$ cat config.mk
export PLATFORM = sky130hd
export DESIGN_NAME = elem_regs_flat
export DESIGN_NICKNAME = d
export VERILOG_FILES = /design/src/logic/elem_pkg.sv /design/src/logic/elem_cmd_if.sv /design/src/logic/elem_regs.sv /design/src/flat_wrapper.sv
export SDC_FILE = /design/constraint.sdc
export NUM_CORES = 1
export LEC_CHECK = 0
export BUFFER_PORTS_ARGS = -buffer_cell sky130_fd_sc_hd__buf_2
export CAP_MARGIN = 40
export CELL_PAD_IN_SITES_DETAIL_PLACEMENT = 1
export CELL_PAD_IN_SITES_GLOBAL_PLACEMENT = 1
export CORE_MARGIN = 3
export CORE_UTILIZATION = 38
export DETAILED_ROUTE_END_ITERATION = 8
export PLACE_DENSITY = 0.89
export SYNTH_ARGS = -nofsm -noshare
export SYNTH_HDL_FRONTEND = slang
export SYNTH_SLANG_ARGS = --single-unit
$ cat constraint.sdc
create_clock -name elem -period 2.2 [get_ports elem]
set_input_delay 0.22 -clock elem [delete_from_list [all_inputs] [get_ports elem]]
set_output_delay 0.22 -clock elem [all_outputs]
set_load 0.05 [all_outputs]
$ cat src/logic/elem_pkg.sv
// shared types, constants and host register map for the pulse element bank; import into each block
`default_nettype none

package elem_pkg;

	localparam int NELEM = 4;

	// host register address layout, {elem[1:0], 2'b00, field[3:0]}
	localparam int REG_FIELD_W = 4;
	localparam int REG_ELEM_LSB = 6;

	typedef logic signed [15:0] sample_t;  // one I or Q component
	typedef logic [9:0] taddr_t;           // table address
	typedef logic [15:0] amp_t;            // 32768 is unity gain
	typedef logic [7:0] reg_addr_t;
	typedef logic [31:0] reg_data_t;

	// constant envelope used in continuous-wave mode
	localparam sample_t FULL_SCALE = 16'sd32767;

	typedef enum logic [3:0] {
		ENVSTART = 4'h0,
		ENVLEN   = 4'h1,
		FREQADDR = 4'h2,
		AMP      = 4'h3,
		GO       = 4'h4,
		STOP     = 4'h5
	} reg_field_e;

	typedef enum logic {
		ENV = 1'b0,
		LO  = 1'b1
	} tbl_sel_e;

endpackage

`default_nettype wire

$ cat src/logic/elem_cmd_if.sv
// per-element pulse settings and start/stop strobes, driven by elem_regs and read by elem_conn
`timescale 1ns/1ps
`default_nettype none

interface elem_cmd_if ();
	import elem_pkg::*;

	taddr_t envstart;
	taddr_t envlength;  // zero selects continuous wave
	taddr_t freqaddr;
	amp_t amp;
	logic start;        // single-cycle, no acknowledge
	logic stop;

	modport cfg (
		output envstart,
		output envlength,
		output freqaddr,
		output amp,
		output start,
		output stop
	);

	modport seq (
		input envstart,
		input envlength,
		input freqaddr,
		input amp,
		input start,
		input stop
	);

endinterface

`default_nettype wire

$ cat src/logic/elem_regs.sv
// register block for one element; decodes host writes into settings and go/stop strobes
`timescale 1ns/1ps
`default_nettype none

module elem_regs #(
	parameter int unsigned ELEM_ID = 0
) (
	input  logic                elem,
	input  logic                rst_n,
	input  logic                wr_en,
	input  elem_pkg::reg_addr_t wr_addr,
	input  elem_pkg::reg_data_t wr_data,
	elem_cmd_if.cfg             cmd
);
	import elem_pkg::*;

	logic hit;
	reg_field_e field;

	// element select on the top bits, the gap bits must be clear
	assign hit = wr_en
		&& (wr_addr[7:REG_ELEM_LSB] == (8 - REG_ELEM_LSB)'(ELEM_ID))
		&& (wr_addr[REG_ELEM_LSB-1:REG_FIELD_W] == '0);
	assign field = reg_field_e'(wr_addr[REG_FIELD_W-1:0]);

	always_ff @(posedge elem or negedge rst_n) begin
		if (!rst_n) begin
			cmd.envstart <= '0;
			cmd.envlength <= '0;
			cmd.freqaddr <= '0;
			cmd.amp <= '0;
			cmd.start <= 1'b0;
			cmd.stop <= 1'b0;
		end else begin
			cmd.start <= hit && (field == GO);  // pulse, not stored
			cmd.stop <= hit && (field == STOP);
			if (hit) begin
				case (field)
					ENVSTART: cmd.envstart <= taddr_t'(wr_data);
					ENVLEN:   cmd.envlength <= taddr_t'(wr_data);
					FREQADDR: cmd.freqaddr <= taddr_t'(wr_data);
					AMP:      cmd.amp <= amp_t'(wr_data);
					default: ;  // go, stop and unmapped codes
				endcase
			end
		end
	end

endmodule

`default_nettype wire

$ cat src/flat_wrapper.sv
// flat-port wrapper written by rule: the top's interface ports become plain ports
module elem_regs_flat import elem_pkg::*;
#(
	parameter int unsigned ELEM_ID = 0
)
  (elem, rst_n, wr_en, wr_addr, wr_data, cmd_envstart, cmd_envlength, cmd_freqaddr, cmd_amp, cmd_start, cmd_stop);
  elem_cmd_if cmd_i ();
  input  logic elem;
  input  logic rst_n;
  input  logic wr_en;
  input  elem_pkg::reg_addr_t wr_addr;
  input  elem_pkg::reg_data_t wr_data;
  output wire logic [$bits(cmd_i.envstart)-1:0] cmd_envstart;
  output wire logic [$bits(cmd_i.envlength)-1:0] cmd_envlength;
  output wire logic [$bits(cmd_i.freqaddr)-1:0] cmd_freqaddr;
  output wire logic [$bits(cmd_i.amp)-1:0] cmd_amp;
  output wire logic [$bits(cmd_i.start)-1:0] cmd_start;
  output wire logic [$bits(cmd_i.stop)-1:0] cmd_stop;
  assign cmd_envstart = cmd_i.envstart;
  assign cmd_envlength = cmd_i.envlength;
  assign cmd_freqaddr = cmd_i.freqaddr;
  assign cmd_amp = cmd_i.amp;
  assign cmd_start = cmd_i.start;
  assign cmd_stop = cmd_i.stop;
  elem_regs #(.ELEM_ID(ELEM_ID)) u_core (.elem(elem), .rst_n(rst_n), .wr_en(wr_en), .wr_addr(wr_addr), .wr_data(wr_data), .cmd(cmd_i));
endmodule
==> results by stage, run 1 <==
Synthesis:
- The net count after synthesis is 151.
- By instance count, the leading cell after synthesis is sky130_fd_sc_hd__dfrtp_1.
- The instance count of the mapped netlist is between 100 and 150.
- For this run, the number of Yosys warnings is 0.
- For this run, the register share of the synthesized area comes to 63.83%.
- The primary flip-flop cell chosen by synthesis mapping is sky130_fd_sc_hd__dfrtp_1.
- The commonest cells after synthesis are sky130_fd_sc_hd__dfrtp_1, sky130_fd_sc_hd__mux2_2, sky130_fd_sc_hd__mux2_4, sky130_fd_sc_hd__nand3_2, sky130_fd_sc_hd__nor2_1.
- The cell area that synthesis handed to floorplanning was about 1900 um2.
- The share of flip-flops with an asynchronous set or reset after synthesis is between 90% and 100%.
- The average cell area after synthesis is ~17 um2.
- The number of different library cells in the post-synthesis netlist is 13.
- Synthesis inferred 48 register bits.
- By area the synthesized netlist is led by sky130_fd_sc_hd__dfrtp_1, sky130_fd_sc_hd__mux2_2, sky130_fd_sc_hd__mux2_4.
- Counting flops with a built-in enable in the synthesized netlist gives 0.
- The share of the synthesized area in the top cell type is between 60% and 70%.
- The biggest area contributor in the post-synthesis netlist is sky130_fd_sc_hd__dfrtp_1.

Finish:
- The layout filler cell count is 483.
- The count of non-filler cells in the finished layout is about 260.
- 0 antenna diodes ended up in the layout.
- Of the cells placed in the final design, the portion with a size suffix greater than 1 is 70.00%.
- From synthesis to final layout, the design area changed by 28.32%.
- The number of nets in the layout is 233.

Timing:
- For the pin with the worst max-slew slack, the measured transition is 0.7712 ns.
- Adding up every negative setup slack in the final design gives 0 ns.
- The maximum clock skew at final layout is 0 ns.
- The number of endpoints with negative hold slack in the final report is 9.
- In this run the tightest slew margin relative to its limit is between 40% and 50%.
- The number of setup violations in the final report is 0.
- The final critical path takes up 67.30% of the cycle.
- Setup repair after global routing left no endpoint under its margin.
- The final critical path time including I/O delays and setup is around 1.5 ns.
- Derived from the worst setup path, the maximum achievable clock frequency is between 600 and 700 MHz.
- The count of final max-slew check failures was 0.
- The worst slack on hold paths is -0.008563 ns.

Routing:
- In the final routed layout, each cell accounts on average for 17.02 um.
- The remaining routing DRC violations is 0.
- The number of detailed-routing iterations run before antenna repair is 4.
- The post-detailed-route count of antenna-violating nets is 0.
- For this block, the initial DRC count from the detailed router was 31.
- The number of vias per cell is slightly below 5.
- The routed design has 4.339 mm of wire.
- Across all layers, the routed design uses 1,231 vias.

Setup path:
- The kind of launch point of the worst setup path is an input port.
- In this design, the largest share of critical-path delay is due to simple AND/OR/NAND/NOR gates.
- At the worst endpoint, the required time is ~2.4 ns.
- On the critical path, the stage with the largest delay is an instance of sky130_fd_sc_hd__nor4b_4.
- The capturing element type of the critical path is a register.
- The maximum fanout along the worst path is 10.
- The startpoint of the worst-slack reg-to-reg timing path is u_core.cmd.amp[1].
- The critical path is of the input port to register type.
- Counting both buffers and inverters, the worst setup path holds a total of 1.
- Tracing the worst setup path back leads to its startpoint at wr_addr[7].
- The largest incremental delay on the critical path is 0.51 ns.
- Walking the worst path, the cells encountered are buf_2 > nor4b_4 > nand3_2 > mux2_2.
- STA puts the critical path data arrival time at between 1.5 and 2 ns.

Die:
- The floorplan has 24 rows.
- The initial core utilization is 41.23%.
- The total core area is approximately 4600 um2.
- The area of the die is between 5000 and 6000 um2.
- The floorplan step set the die width to 76.37 um.
- approximately 90 I/O pins were placed.
- The die boundary height is ~76 um.

Pwr:
- The maximum ir drop on the vdd rail is 0.0003563 V.
- The leakage power is between 1 and 1.5 nW.
- Summing internal, switching and leakage power gives 0.001729 W.
- The power per standard cell area is approximately 720 nW/um2.

Place:
- The global placement routability congestion is ~0.68.
- Detailed placement ended at an HPWL of roughly 3.2 mm.
- In this run, placement finished with an instance count of about 250.
- Buffers placed on the I/O ports in this run total 74.

Clocking:
- The number of levels in the clock H-tree is 2.
- The cell chosen for the clock root is sky130_fd_sc_hd__clkbuf_8.
- The number of buffers created by CTS is 5.
- In this run the deepest clock path goes through 2 buffers.
- The number of resized instances in the post-cts repair step is 0.
- After clock tree synthesis, the flow added hold-fix buffers numbering 0.
- CTS saw 48 sinks.
- The clock tree from TritonCTS is done.
- Post-CTS timing repair inserted 0 buffers for setup.
- The clock transition at the registers of the reported paths is ~0.090 ns.
- The insertion delay to the later sink of the worst-skew pair is between 0.2 and 0.3 ns.

Flow run:
- Across the run, the number of max-cap violations was 0.

GRT:
- The total global routing overflow is 0.
- In the global route stage, overall resource usage came out at 16.10%.
- Entering global routing, the biggest net connects 36 pins.
- The number of global-route vias before repair is approximately 1,400.
- The number of antenna violations at the first check in global routing is 0.
- The global-route wire length before repair is around 7.4 mm.

Min path:
- The worst hold path belongs to the class input port to asynchronous set/reset pin.

Outcome:
- The flow ran to the end, but the final reports show violations.
- The checks that failed: negative hold slack.
-- metrics by stage --
stage	util [%]	hold slack [ns]	worst slack, ns	area [um2]
floorplan	-	-0.07559	0.7592	1882
global placement	51.21	0.3366	0.4714	2337
detailed placement	51.21	0.3404	0.4001	2337
CTS	52.91	0.01723	0.7182	2415
global route	52.91	0.04072	0.6427	2415
finish	52.91	-0.008563	0.7194	2415
-- layout by cell type (no fill, tap or decap) --
master / instances
sky130_fd_sc_hd__nor4b_4: 1
sky130_fd_sc_hd__nor2b_1: 1
sky130_fd_sc_hd__inv_1: 1
sky130_fd_sc_hd__mux2_2: 36
sky130_fd_sc_hd__buf_4: 2
sky130_fd_sc_hd__nor3_1: 1
sky130_fd_sc_hd__mux2_4: 10
sky130_fd_sc_hd__nand3_2: 3
sky130_fd_sc_hd__clkbuf_8: 5
sky130_fd_sc_hd__nand3_4: 1
sky130_fd_sc_hd__nor2_1: 3
sky130_fd_sc_hd__clkbuf_1: 1
sky130_fd_sc_hd__nand4b_1: 1
sky130_fd_sc_hd__buf_2: 74
sky130_fd_sc_hd__dfrtp_1: 48
sky130_fd_sc_hd__clkinv_2: 1
sky130_fd_sc_hd__nor3b_1: 1
-- cells by family after synthesis --
family        Yosys count  share of synthesized area [%]
flops                  48                          63.83
mux                    46                          29.52
simple gates           12                          5.851
buf+inv                 2                         0.7976
-- path summary, 6_finish.rpt --
| check | end | slack (ns) | cells after the start |
|---|---|---|---|
| worst max-delay path | u_core.cmd.freqaddr[0] | 0.72 | 4 |
| worst min-delay path | u_core.cmd.amp[14] | -0.009 | 1 |
| worst max register to register | u_core.cmd.amp[1] | 1.43 | 1 |
| worst min register to register | u_core.cmd.freqaddr[0] | 0.50 | 1 |
| max in group asynchronous | u_core.cmd.freqaddr[0] | 1.59 | 2 |
| min in group elem | u_core.cmd.start | 0.12 | 2 |
-- metal layers --
metal | part of all wire [%] | vias up | track usage [%] | wire length (um)
met1 | 41 | 616 | 18.63 | 1799
met5 | 0 | - | 0 | 0
li1 | - | 548 | - | -
met3 | 8.5 | 7 | 6.028 | 367
met4 | 1.1 | 0 | 5.435 | 49
met2 | 49 | 60 | 27.42 | 2122
-- report_power, final --
part | switching (W) | internal (W) | total, W
logic | 0.000214 | 0.0000845 | 0.000298
registers | 0.0000192 | 0.000922 | 0.000941
clock network | 0.000273 | 0.000217 | 0.000489
total | 0.000506 | 0.00122 | 0.00173
-- state kept, by name (all words and copies together) (netlist names) --
| signal | cells |
|---|---|
| u_core.cmd.envstart | 10 |
| u_core.cmd.start | 1 |
| u_core.cmd.amp | 16 |
| u_core.cmd.envlength | 10 |
| u_core.cmd.stop | 1 |
| u_core.cmd.freqaddr | 10 |
-- cell type report --
class                   count  area [um2]  share of cell area, %
clock buffers               6       72.57                  3.005
clock inverters             1       5.005                 0.2073
inverters                   1       3.754                 0.1554
multi-input cells          58       665.6                  27.56
flip-flops and latches     48        1201                  49.74
well taps                  65       81.33                  3.368
repair buffers             76       385.4                  15.96
(Power assumes the default switching activity.)
==> inputs of run 2 (changes only) <==
- CORE_UTILIZATION: 38 -> 36
- PLACE_DENSITY: 0.89 -> 0.85
- clock period: 2.2 -> 1.45 ns (I/O delays scaled with it)
==> run 2 against run 1 <==
The flow now finishes without violations. Register-to-register slack lost 0.76 ns. Flip-flop and latch count is the same. Largest power group unchanged. Combinational power grew 54%. Sequential power grew 52%.
==> results by stage, run 2 (same netlist as run 1, synthesis figures left out) <==
Outcome:
- Outcome: complete, no violations (was complete, but fails checks).

Routing:
- The total wire length after detailed routing is 4.191 mm (was 4.339 mm).
- The post-detailed-route count of antenna-violating nets is 0 (unchanged).
- The number of detailed-routing iterations run before antenna repair was 2 (was 4).
- The final routed wire length divided by cell count is 15.64 um (was 17.02 um).
- The remaining routing DRC violations is 0 (unchanged).
- The number of vias in the routed layout came to 1,247 (was 1,231).
- The number of vias per cell was 4.653 (was 4.827).
- The DRC violation total after the first TritonRoute iteration is 10 (was 31).

Die:
- The count of pins on the block boundary was 91 (unchanged).
- The area of the die is 6131 um2 (was 5832 um2).
- The die boundary height was 78.30 um (was 76.37 um).
- The total core area came to 4880 um2 (was 4564 um2).
- The initial core utilization is 38.56% (was 41.23%).
- The die width is 78.30 um (was 76.37 um).
- The number of rows created at floorplan was 25 (was 24).

Setup path:
- The capturing element type of the critical path was an output port (was register).
- The startpoint of the worst-slack reg-to-reg timing path was u_core.cmd.amp[0] (was u_core.cmd.amp[1]).
- The cell type group with the largest total delay on the critical path is flip-flops (was simple AND/OR/NAND/NOR gates).
- The maximum fanout along the worst path came to 2 (was 10).
- The cell at the slowest stage of the critical path was sky130_fd_sc_hd__dfrtp_1 (was sky130_fd_sc_hd__nor4b_4).
- The endpoint of the worst-slack reg-to-reg timing path is u_core.cmd.amp[0] (was u_core.cmd.amp[1]).
- The kind of launch point of the worst setup path is a register (was input port).
- The arrival time at the worst endpoint came to 0.95 ns (was 1.66 ns).
- The worst path required time is 1.31 ns (was 2.38 ns).
- The largest incremental delay on the critical path is 0.38 ns (was 0.51 ns).
- The worst setup path category was register to output port (was input port to register).
- The setup slack of the most critical reg-to-reg path was 0.67 ns (was 1.43 ns).
- The worst path buffer plus inverter count is 1 (unchanged).
- The cell depth of the worst flop-to-flop path is 1 (unchanged).
- CP cell instances: buf_2 (was buf_2 > nor4b_4 > nand3_2 > mux2_2).

Clocking:
- The cell chosen for the clock root is sky130_fd_sc_hd__clkbuf_8 (unchanged).
- The clock tree buffer depth is 2 (unchanged).
- The clock tree from TritonCTS is done (unchanged).
- The total setup buffers inserted after CTS was 0 (unchanged).
- The insertion delay to the later sink of the worst-skew pair is 0.29 ns (about the same).
- The number of buffers created by CTS is 5 (unchanged).
- The number of levels in the clock H-tree came to 2 (unchanged).
- The number of resized instances in the post-cts repair step was 0 (unchanged).
- The clock transition at the registers of the reported paths is 0.09 ns (about the same).
- The number of clock sinks seen by CTS came to 48 (unchanged).

Pwr:
- The internal cell power came to 0.001878 W (was 0.001223 W).
- The power per standard cell area is 1036 nW/um2 (was 715.8 nW/um2).
- The share of total power consumed by net switching is 29.31% (was 29.27%).
- The proportion of power drawn by flip-flops and latches was 53.7% (was 54.4%).
- The fraction of power consumed by combinational cells is 17.2% (was 17.3%).
- The relative contribution of the clock network to total power is 29.0% (was 28.3%).
- The maximum ir drop on the vdd rail is 0.0005741 V (was 0.0003563 V).
- The leakage power was 1.489 nW (was 1.414 nW).
- The power spent charging and discharging nets is 0.0007787 W (was 0.0005059 W).

Finish:
- The number of flip-flops in the largest register is 16 (unchanged).
- The final cell utilization of the core is 52.56% (was 52.91%).
- The top register by number of flip-flops is u_core.cmd.amp (unchanged).
- The final antenna diode count is 0 (unchanged).
- The proportion of layout cells with a drive suffix above 1 is 70.65% (was 70.00%).
- The most frequent standard cell in the layout excluding fill and tap cells is sky130_fd_sc_hd__buf_2 (unchanged).
- The area added between synthesis and finish is 36.30% (was 28.32%).
- The number of nets in the layout is 243 (was 233).
- Top library cells by usage in the layout, fill and taps aside: sky130_fd_sc_hd__buf_2, sky130_fd_sc_hd__dfrtp_1, sky130_fd_sc_hd__mux2_2, sky130_fd_sc_hd__mux2_4, sky130_fd_sc_hd__buf_4 (was sky130_fd_sc_hd__buf_2, sky130_fd_sc_hd__dfrtp_1, sky130_fd_sc_hd__mux2_2, sky130_fd_sc_hd__mux2_4, sky130_fd_sc_hd__clkbuf_8).

Timing:
- The final total negative setup slack is 0 ns (unchanged).
- Based on the critical path, the design can be clocked at up to just over 900 MHz.
- The number of endpoints with negative hold slack in the final report is 0 (was 9).
- The number of setup violations in the final report came to 0 (unchanged).
- Setup repair after global routing missed its margin: no (unchanged).
- The worst slew slack as a fraction of its limit is 70.48% (was 48.59%).
- The count of final max-slew check failures is 0 (unchanged).
- The maximum clock skew at final layout is 0 ns (unchanged).
- The slew at the pin closest to its max-slew limit is 0.4429 ns (was 0.7712 ns).
- The final critical path time including I/O delays and setup is 1.096 ns.
- Dividing the final minimum period by the clock period gives roughly three quarters.

GRT:
- The global-route usage over all layers is 14.61% (was 16.10%).
- The number of global-route vias before repair was 1,399 (was 1,417).
- The number of antenna violations at the first check in global routing came to 0 (unchanged).
- The largest net degree at the start of global routing came to 31 (was 36).
- The global-route wire length before repair is 6.934 mm (was 7.362 mm).
- The total global routing overflow is 0 (unchanged).

Flow run:
- The count of max-cap constraint violations is 0 (unchanged).

Place:
- The global placement routability congestion came to 0.7040 (was 0.6798).
- The number of buffers inserted by port buffering came to 74 (unchanged).
- The placed wire-length estimate after detailed placement was 3.199 mm (was 3.235 mm).

Min path:
- The path with the worst hold slack has its endpoint at u_core.cmd.start.
- The launch instance of the worst min-delay path is wr_addr[0].
- The kind of path behind the tightest hold check is input port to register (was input port to asynchronous set/reset pin).
- The worst hold path was traced through 2 stages.
-- run 2: cell count changes in the layout (fill, tap and decap cells not counted) --
cell,change
sky130_fd_sc_hd__buf_12,+5
sky130_fd_sc_hd__clkinv_4,+1
sky130_fd_sc_hd__clkinv_2,-1
sky130_fd_sc_hd__buf_4,+4
sky130_fd_sc_hd__dlygate4sd3_1,+1
sky130_fd_sc_hd__clkbuf_1,+1
-- run 2: layout make-up --
| type | instances | area, um2 |
|---|---|---|
| multi-input cells | 58 | 665.6 |
| well taps | 67 | 83.83 |
| clock inverters | 1 | 8.758 |
| inverters | 1 | 3.754 |
| repair buffers | 86 | 525.5 |
| clock buffers | 7 | 76.32 |
| flip-flops and latches | 48 | 1201 |
| fillers | 530 | 2315 |
-- run 2: worst max-delay path by stage --
stage	slack [ns]	to	cells past startpoint	startpoint
3_3_place_gp	0.08	u_core.cmd.envlength[3]	6	wr_addr[7]
3_5_place_dp	0.05	u_core.cmd.envstart[3]	6	wr_addr[7]
5_1_grt	0.31	cmd_amp[0]	1	u_core.cmd.amp[0]
4_1_cts	0.34	cmd_amp[0]	1	u_core.cmd.amp[0]
2_1_floorplan	0.08	u_core.cmd.amp[10]	4	wr_addr[7]
6_report	0.35	cmd_amp[0]	1	u_core.cmd.amp[0]
-- run 2: power groups by stage --
stage / sequential [W] / clock (W) / combinational [W]
after floorplan: 0.00167 / 0 / 0.0000752
after global placement: 0.00145 / 0 / 0.000453
after detailed placement: 0.00145 / 0 / 0.000464
after CTS: 0.00143 / 0.000802 / 0.000466
after global routing: 0.00144 / 0.000862 / 0.000487
final: 0.00143 / 0.000771 / 0.000458
-- run 2: per-layer routing --
metal	vias up	global-route usage, %	share of wire (%)	routed length (um)
met4	0	3.671	0.67	28
li1	566	-	-	-
met3	5	5.046	8.7	363
met2	47	25.68	52	2167
met1	629	17.05	39	1631
met5	-	0	0	0
-- run 2: repair_timing --
item / 4_1_cts / 5_1_grt
hold buffers: 1 / 0
endpoints found under the hold margin: 18 / 0
setup endpoints to repair: 0 / 0
-- run 2: metrics by stage --
stage               total power [W]  instance area (um2)  hold WS (ns)  cells  setup slack (ns)
floorplan                  0.001747                 1882       -0.1506    108           0.08418
global placement           0.001904                 2470        0.1153    259           0.07819
detailed placement         0.001918                 2470        0.1221    259           0.04836
CTS                        0.002697                 2565       0.03566    268            0.3441
global route               0.002786                 2565       0.03674    268            0.3130
finish                     0.002657                 2565       0.04263    268            0.3541
==> inputs of run 3 (changes only) <==
- CORE_UTILIZATION: 36 -> 32
- PLACE_DENSITY: 0.85 -> 0.8
- clock period: 1.45 -> 0.9 ns (I/O delays scaled with it)
==> run 3 against run 2 <==
The run now ends with negative setup slack left. Highest routed layer unchanged. Die area increased by 12%. Critical path depth increased by 5. Cell area increased by 19%.
==> results by stage, run 3 (same netlist as run 1, synthesis figures left out) <==
Finish:
- The top register by number of flip-flops was u_core.cmd.amp (unchanged).
- The most frequent standard cell in the layout excluding fill and tap cells is sky130_fd_sc_hd__buf_6 (was sky130_fd_sc_hd__buf_2).
- The final antenna diode count is 0 (unchanged).
- The proportion of layout cells with a drive suffix above 1 is 73.15% (was 70.65%).
- The number of nets in the layout is 258 (was 243).
- The number of flip-flops in the largest register is 16 (unchanged).
- The final cell utilization of the core is 54.26% (was 52.56%).
- The area added between synthesis and finish was 61.70% (was 36.30%).
- Top library cells by usage in the layout, fill and taps aside: sky130_fd_sc_hd__buf_6, sky130_fd_sc_hd__dfrtp_1, sky130_fd_sc_hd__mux2_2, sky130_fd_sc_hd__buf_2, sky130_fd_sc_hd__buf_4 (was sky130_fd_sc_hd__buf_2, sky130_fd_sc_hd__dfrtp_1, sky130_fd_sc_hd__mux2_2, sky130_fd_sc_hd__mux2_4, sky130_fd_sc_hd__buf_4).

Timing:
- The slew at the pin closest to its max-slew limit is 0.3864 ns (was 0.4429 ns).
- Based on the critical path, the design can be clocked at up to 990.5 MHz.
- The number of endpoints with negative hold slack in the final report is 0 (unchanged).
- The post-route worst setup slack came to -0.1096 ns (was 0.3541 ns).
- The final critical path takes up 112.2% of the cycle.
- Setup repair after global routing missed its margin: yes (was no).
- The count of final max-slew check failures is 0 (unchanged).
- The worst slew slack as a fraction of its limit is 74.18% (was 70.48%).
- The final critical path time including I/O delays and setup is 1.010 ns.
- The final total negative setup slack is -5.602 ns (was 0 ns).
- The maximum clock skew at final layout is 0 ns (unchanged).
- The number of setup violations in the final report is 94 (was 0).

Place:
- The global placement routability congestion is 0.6835 (was 0.7040).
- The number of buffers inserted by port buffering is 74 (unchanged).
- The placed wire-length estimate after detailed placement is 3.276 mm (was 3.199 mm).

Routing:
- The total wire length after detailed routing was 4.884 mm (was 4.191 mm).
- The number of vias per cell came to 4.604 (was 4.653).
- The DRC violation total after the first TritonRoute iteration is 27 (was 10).
- The sum of met3 wire segment lengths after detailed routing is 439 um (was 363 um).
- The uppermost metal layer occupied by signal nets is met4 (unchanged).
- The number of vias in the routed layout is 1,326 (was 1,247).
- The remaining routing DRC violations came to 0 (unchanged).
- The post-detailed-route count of antenna-violating nets came to 0 (unchanged).
- The final routed wire length divided by cell count came to 16.96 um (was 15.64 um).
- The total routed wire length on the met1 layer is 1.876 mm (was 1.631 mm).
- The met2 routed wirelength was 2.513 mm (was 2.167 mm).
- The number of detailed-routing iterations run before antenna repair is 4 (was 2).

Die:
- The die boundary height is 82.69 um (was 78.30 um).
- The die width is 82.69 um (was 78.30 um).
- The area of the die came to 6837 um2 (was 6131 um2).
- The number of rows created at floorplan is 27 (was 25).
- The initial core utilization is 33.56% (was 38.56%).
- The count of pins on the block boundary is 91 (unchanged).
- The total core area came to 5608 um2 (was 4880 um2).

Pwr:
- The leakage power was 1.624 nW (was 1.489 nW).
- The power per standard cell area is 1588 nW/um2 (was 1036 nW/um2).
- The maximum ir drop on the vdd rail is 0.001152 V (was 0.0005741 V).
- The sum of internal, switching and leakage power is 0.004832 W (was 0.002657 W).

Min path:
- The launch instance of the worst min-delay path is wr_addr[0] (unchanged).
- The kind of path behind the tightest hold check is input port to register (unchanged).
- The end point of the worst hold path is u_core.cmd.stop (was u_core.cmd.start).
- The number of stages on the worst hold path is 3 (was 2).

Setup path:
- The library cell appearing most often on the critical path is sky130_fd_sc_hd__buf_6.
- The setup slack of the most critical reg-to-reg path came to -0.01 ns (was 0.67 ns).
- The startpoint of the worst-slack reg-to-reg timing path is u_core.cmd.freqaddr[7] (was u_core.cmd.amp[0]).
- The worst path required time is 1.09 ns (was 1.31 ns).
- The largest incremental delay on the critical path is 0.30 ns (was 0.38 ns).
- The endpoint of the worst-slack reg-to-reg timing path was u_core.cmd.freqaddr[7] (was u_core.cmd.amp[0]).
- The cell depth of the worst flop-to-flop path was 2 (was 1).
- The maximum fanout along the worst path is 12 (was 2).
- The kind of launch point of the worst setup path was an input port (was register).
- The capturing element type of the critical path is a register (was output port).
- The arrival time at the worst endpoint is 1.20 ns (was 0.95 ns).
- The worst setup path category is input port to register (was register to output port).
- The cell at the slowest stage of the critical path is sky130_fd_sc_hd__mux2_4 (was sky130_fd_sc_hd__dfrtp_1).
- CP cell instances: buf_6 > nor4b_4 > buf_6 > nand3_4 > buf_12 > mux2_4 (was buf_2).

Clocking:
- The clock tree from TritonCTS is done (unchanged).
- The number of levels in the clock H-tree is 2 (unchanged).
- The clock tree buffer depth is 2 (unchanged).
- The number of clock sinks seen by CTS came to 48 (unchanged).
- The insertion delay to the later sink of the worst-skew pair is 0.30 ns (was 0.29 ns).
- The number of buffers created by CTS is 5 (unchanged).
- The cell chosen for the clock root is sky130_fd_sc_hd__clkbuf_8 (unchanged).
- The clock transition at the registers of the reported paths is 0.09 ns (about the same).

Flow run:
- The count of max-cap constraint violations is 0 (unchanged).

Outcome:
- The checks that failed: negative setup slack.
- Outcome: complete, but fails checks (was complete, no violations).

GRT:
- The total global routing overflow is 0 (unchanged).
- The largest net degree at the start of global routing is 49 (was 31).
- The number of global-route vias before repair is 1,528 (was 1,399).
- The number of antenna violations at the first check in global routing was 0 (unchanged).
- The global-route wire length before repair came to 7.824 mm (was 6.934 mm).
- The global-route usage over all layers was 15.66% (was 14.61%).
run 3: through the flow:
step / std cells / area (um2) / worst slack (ns) / hold slack, ns
final: 288 / 3043 / -0.1096 / 0.009608
after global routing: 288 / 3043 / -0.1434 / 0.002444
after CTS: 282 / 2998 / -0.1143 / 0.0003898
after detailed placement: 264 / 2464 / -0.4609 / 0.09848
after global placement: 264 / 2464 / -0.4193 / 0.09352
after floorplan: 108 / 1882 / -0.3991 / -0.2056
run 3: per-layer routing:
metal  global-route usage [%]  up-vias
met3                    5.965        7
met2                    28.37       60
met5                        0        -
met4                    4.412        0
met1                    16.92      656
li1                         -      603
run 3: worst max-delay path by stage:
stage	startpoint	end	slack, ns
floorplan	wr_addr[5]	u_core.cmd.amp[10]	-0.40
global placement	wr_addr[5]	u_core.cmd.amp[11]	-0.42
detailed placement	wr_addr[5]	u_core.cmd.amp[10]	-0.46
CTS	wr_addr[5]	u_core.cmd.amp[10]	-0.11
global route	wr_addr[5]	u_core.cmd.amp[10]	-0.14
finish	wr_addr[5]	u_core.cmd.amp[10]	-0.11
run 3: power breakdown:
group          switching [W]  internal (W)
Clock               0.000740      0.000837
Combinational       0.000541      0.000387
Sequential         0.0000735       0.00225
Total                0.00135       0.00348
run 3: timing repair:
| action | CTS | global route |
|---|---|---|
| setup endpoints to repair | 94 | 94 |
| hold endpoints to repair | 49 | 0 |
| setup buffers | 8 | 6 |
| hold buffers | 2 | 0 |
| resized for setup | 104 | 0 |
run 3: final cells by class:
class,instances,area [um2]
Clock inverter,3,46.29
Sequential cell,48,1201
Timing Repair Buffer,101,955.9
Tap cell,72,90.09
Fill cell,566,2565
Multi-Input combinational cell,58,676.9
Clock buffer,5,68.82
Inverter,1,3.754
run 3: critical path, delay by kind of cell:
kind	cells	cell delay, ns
buffers and inverters	3	0.45
multiplexers	1	0.30
AND/OR/NAND/NOR	2	0.36
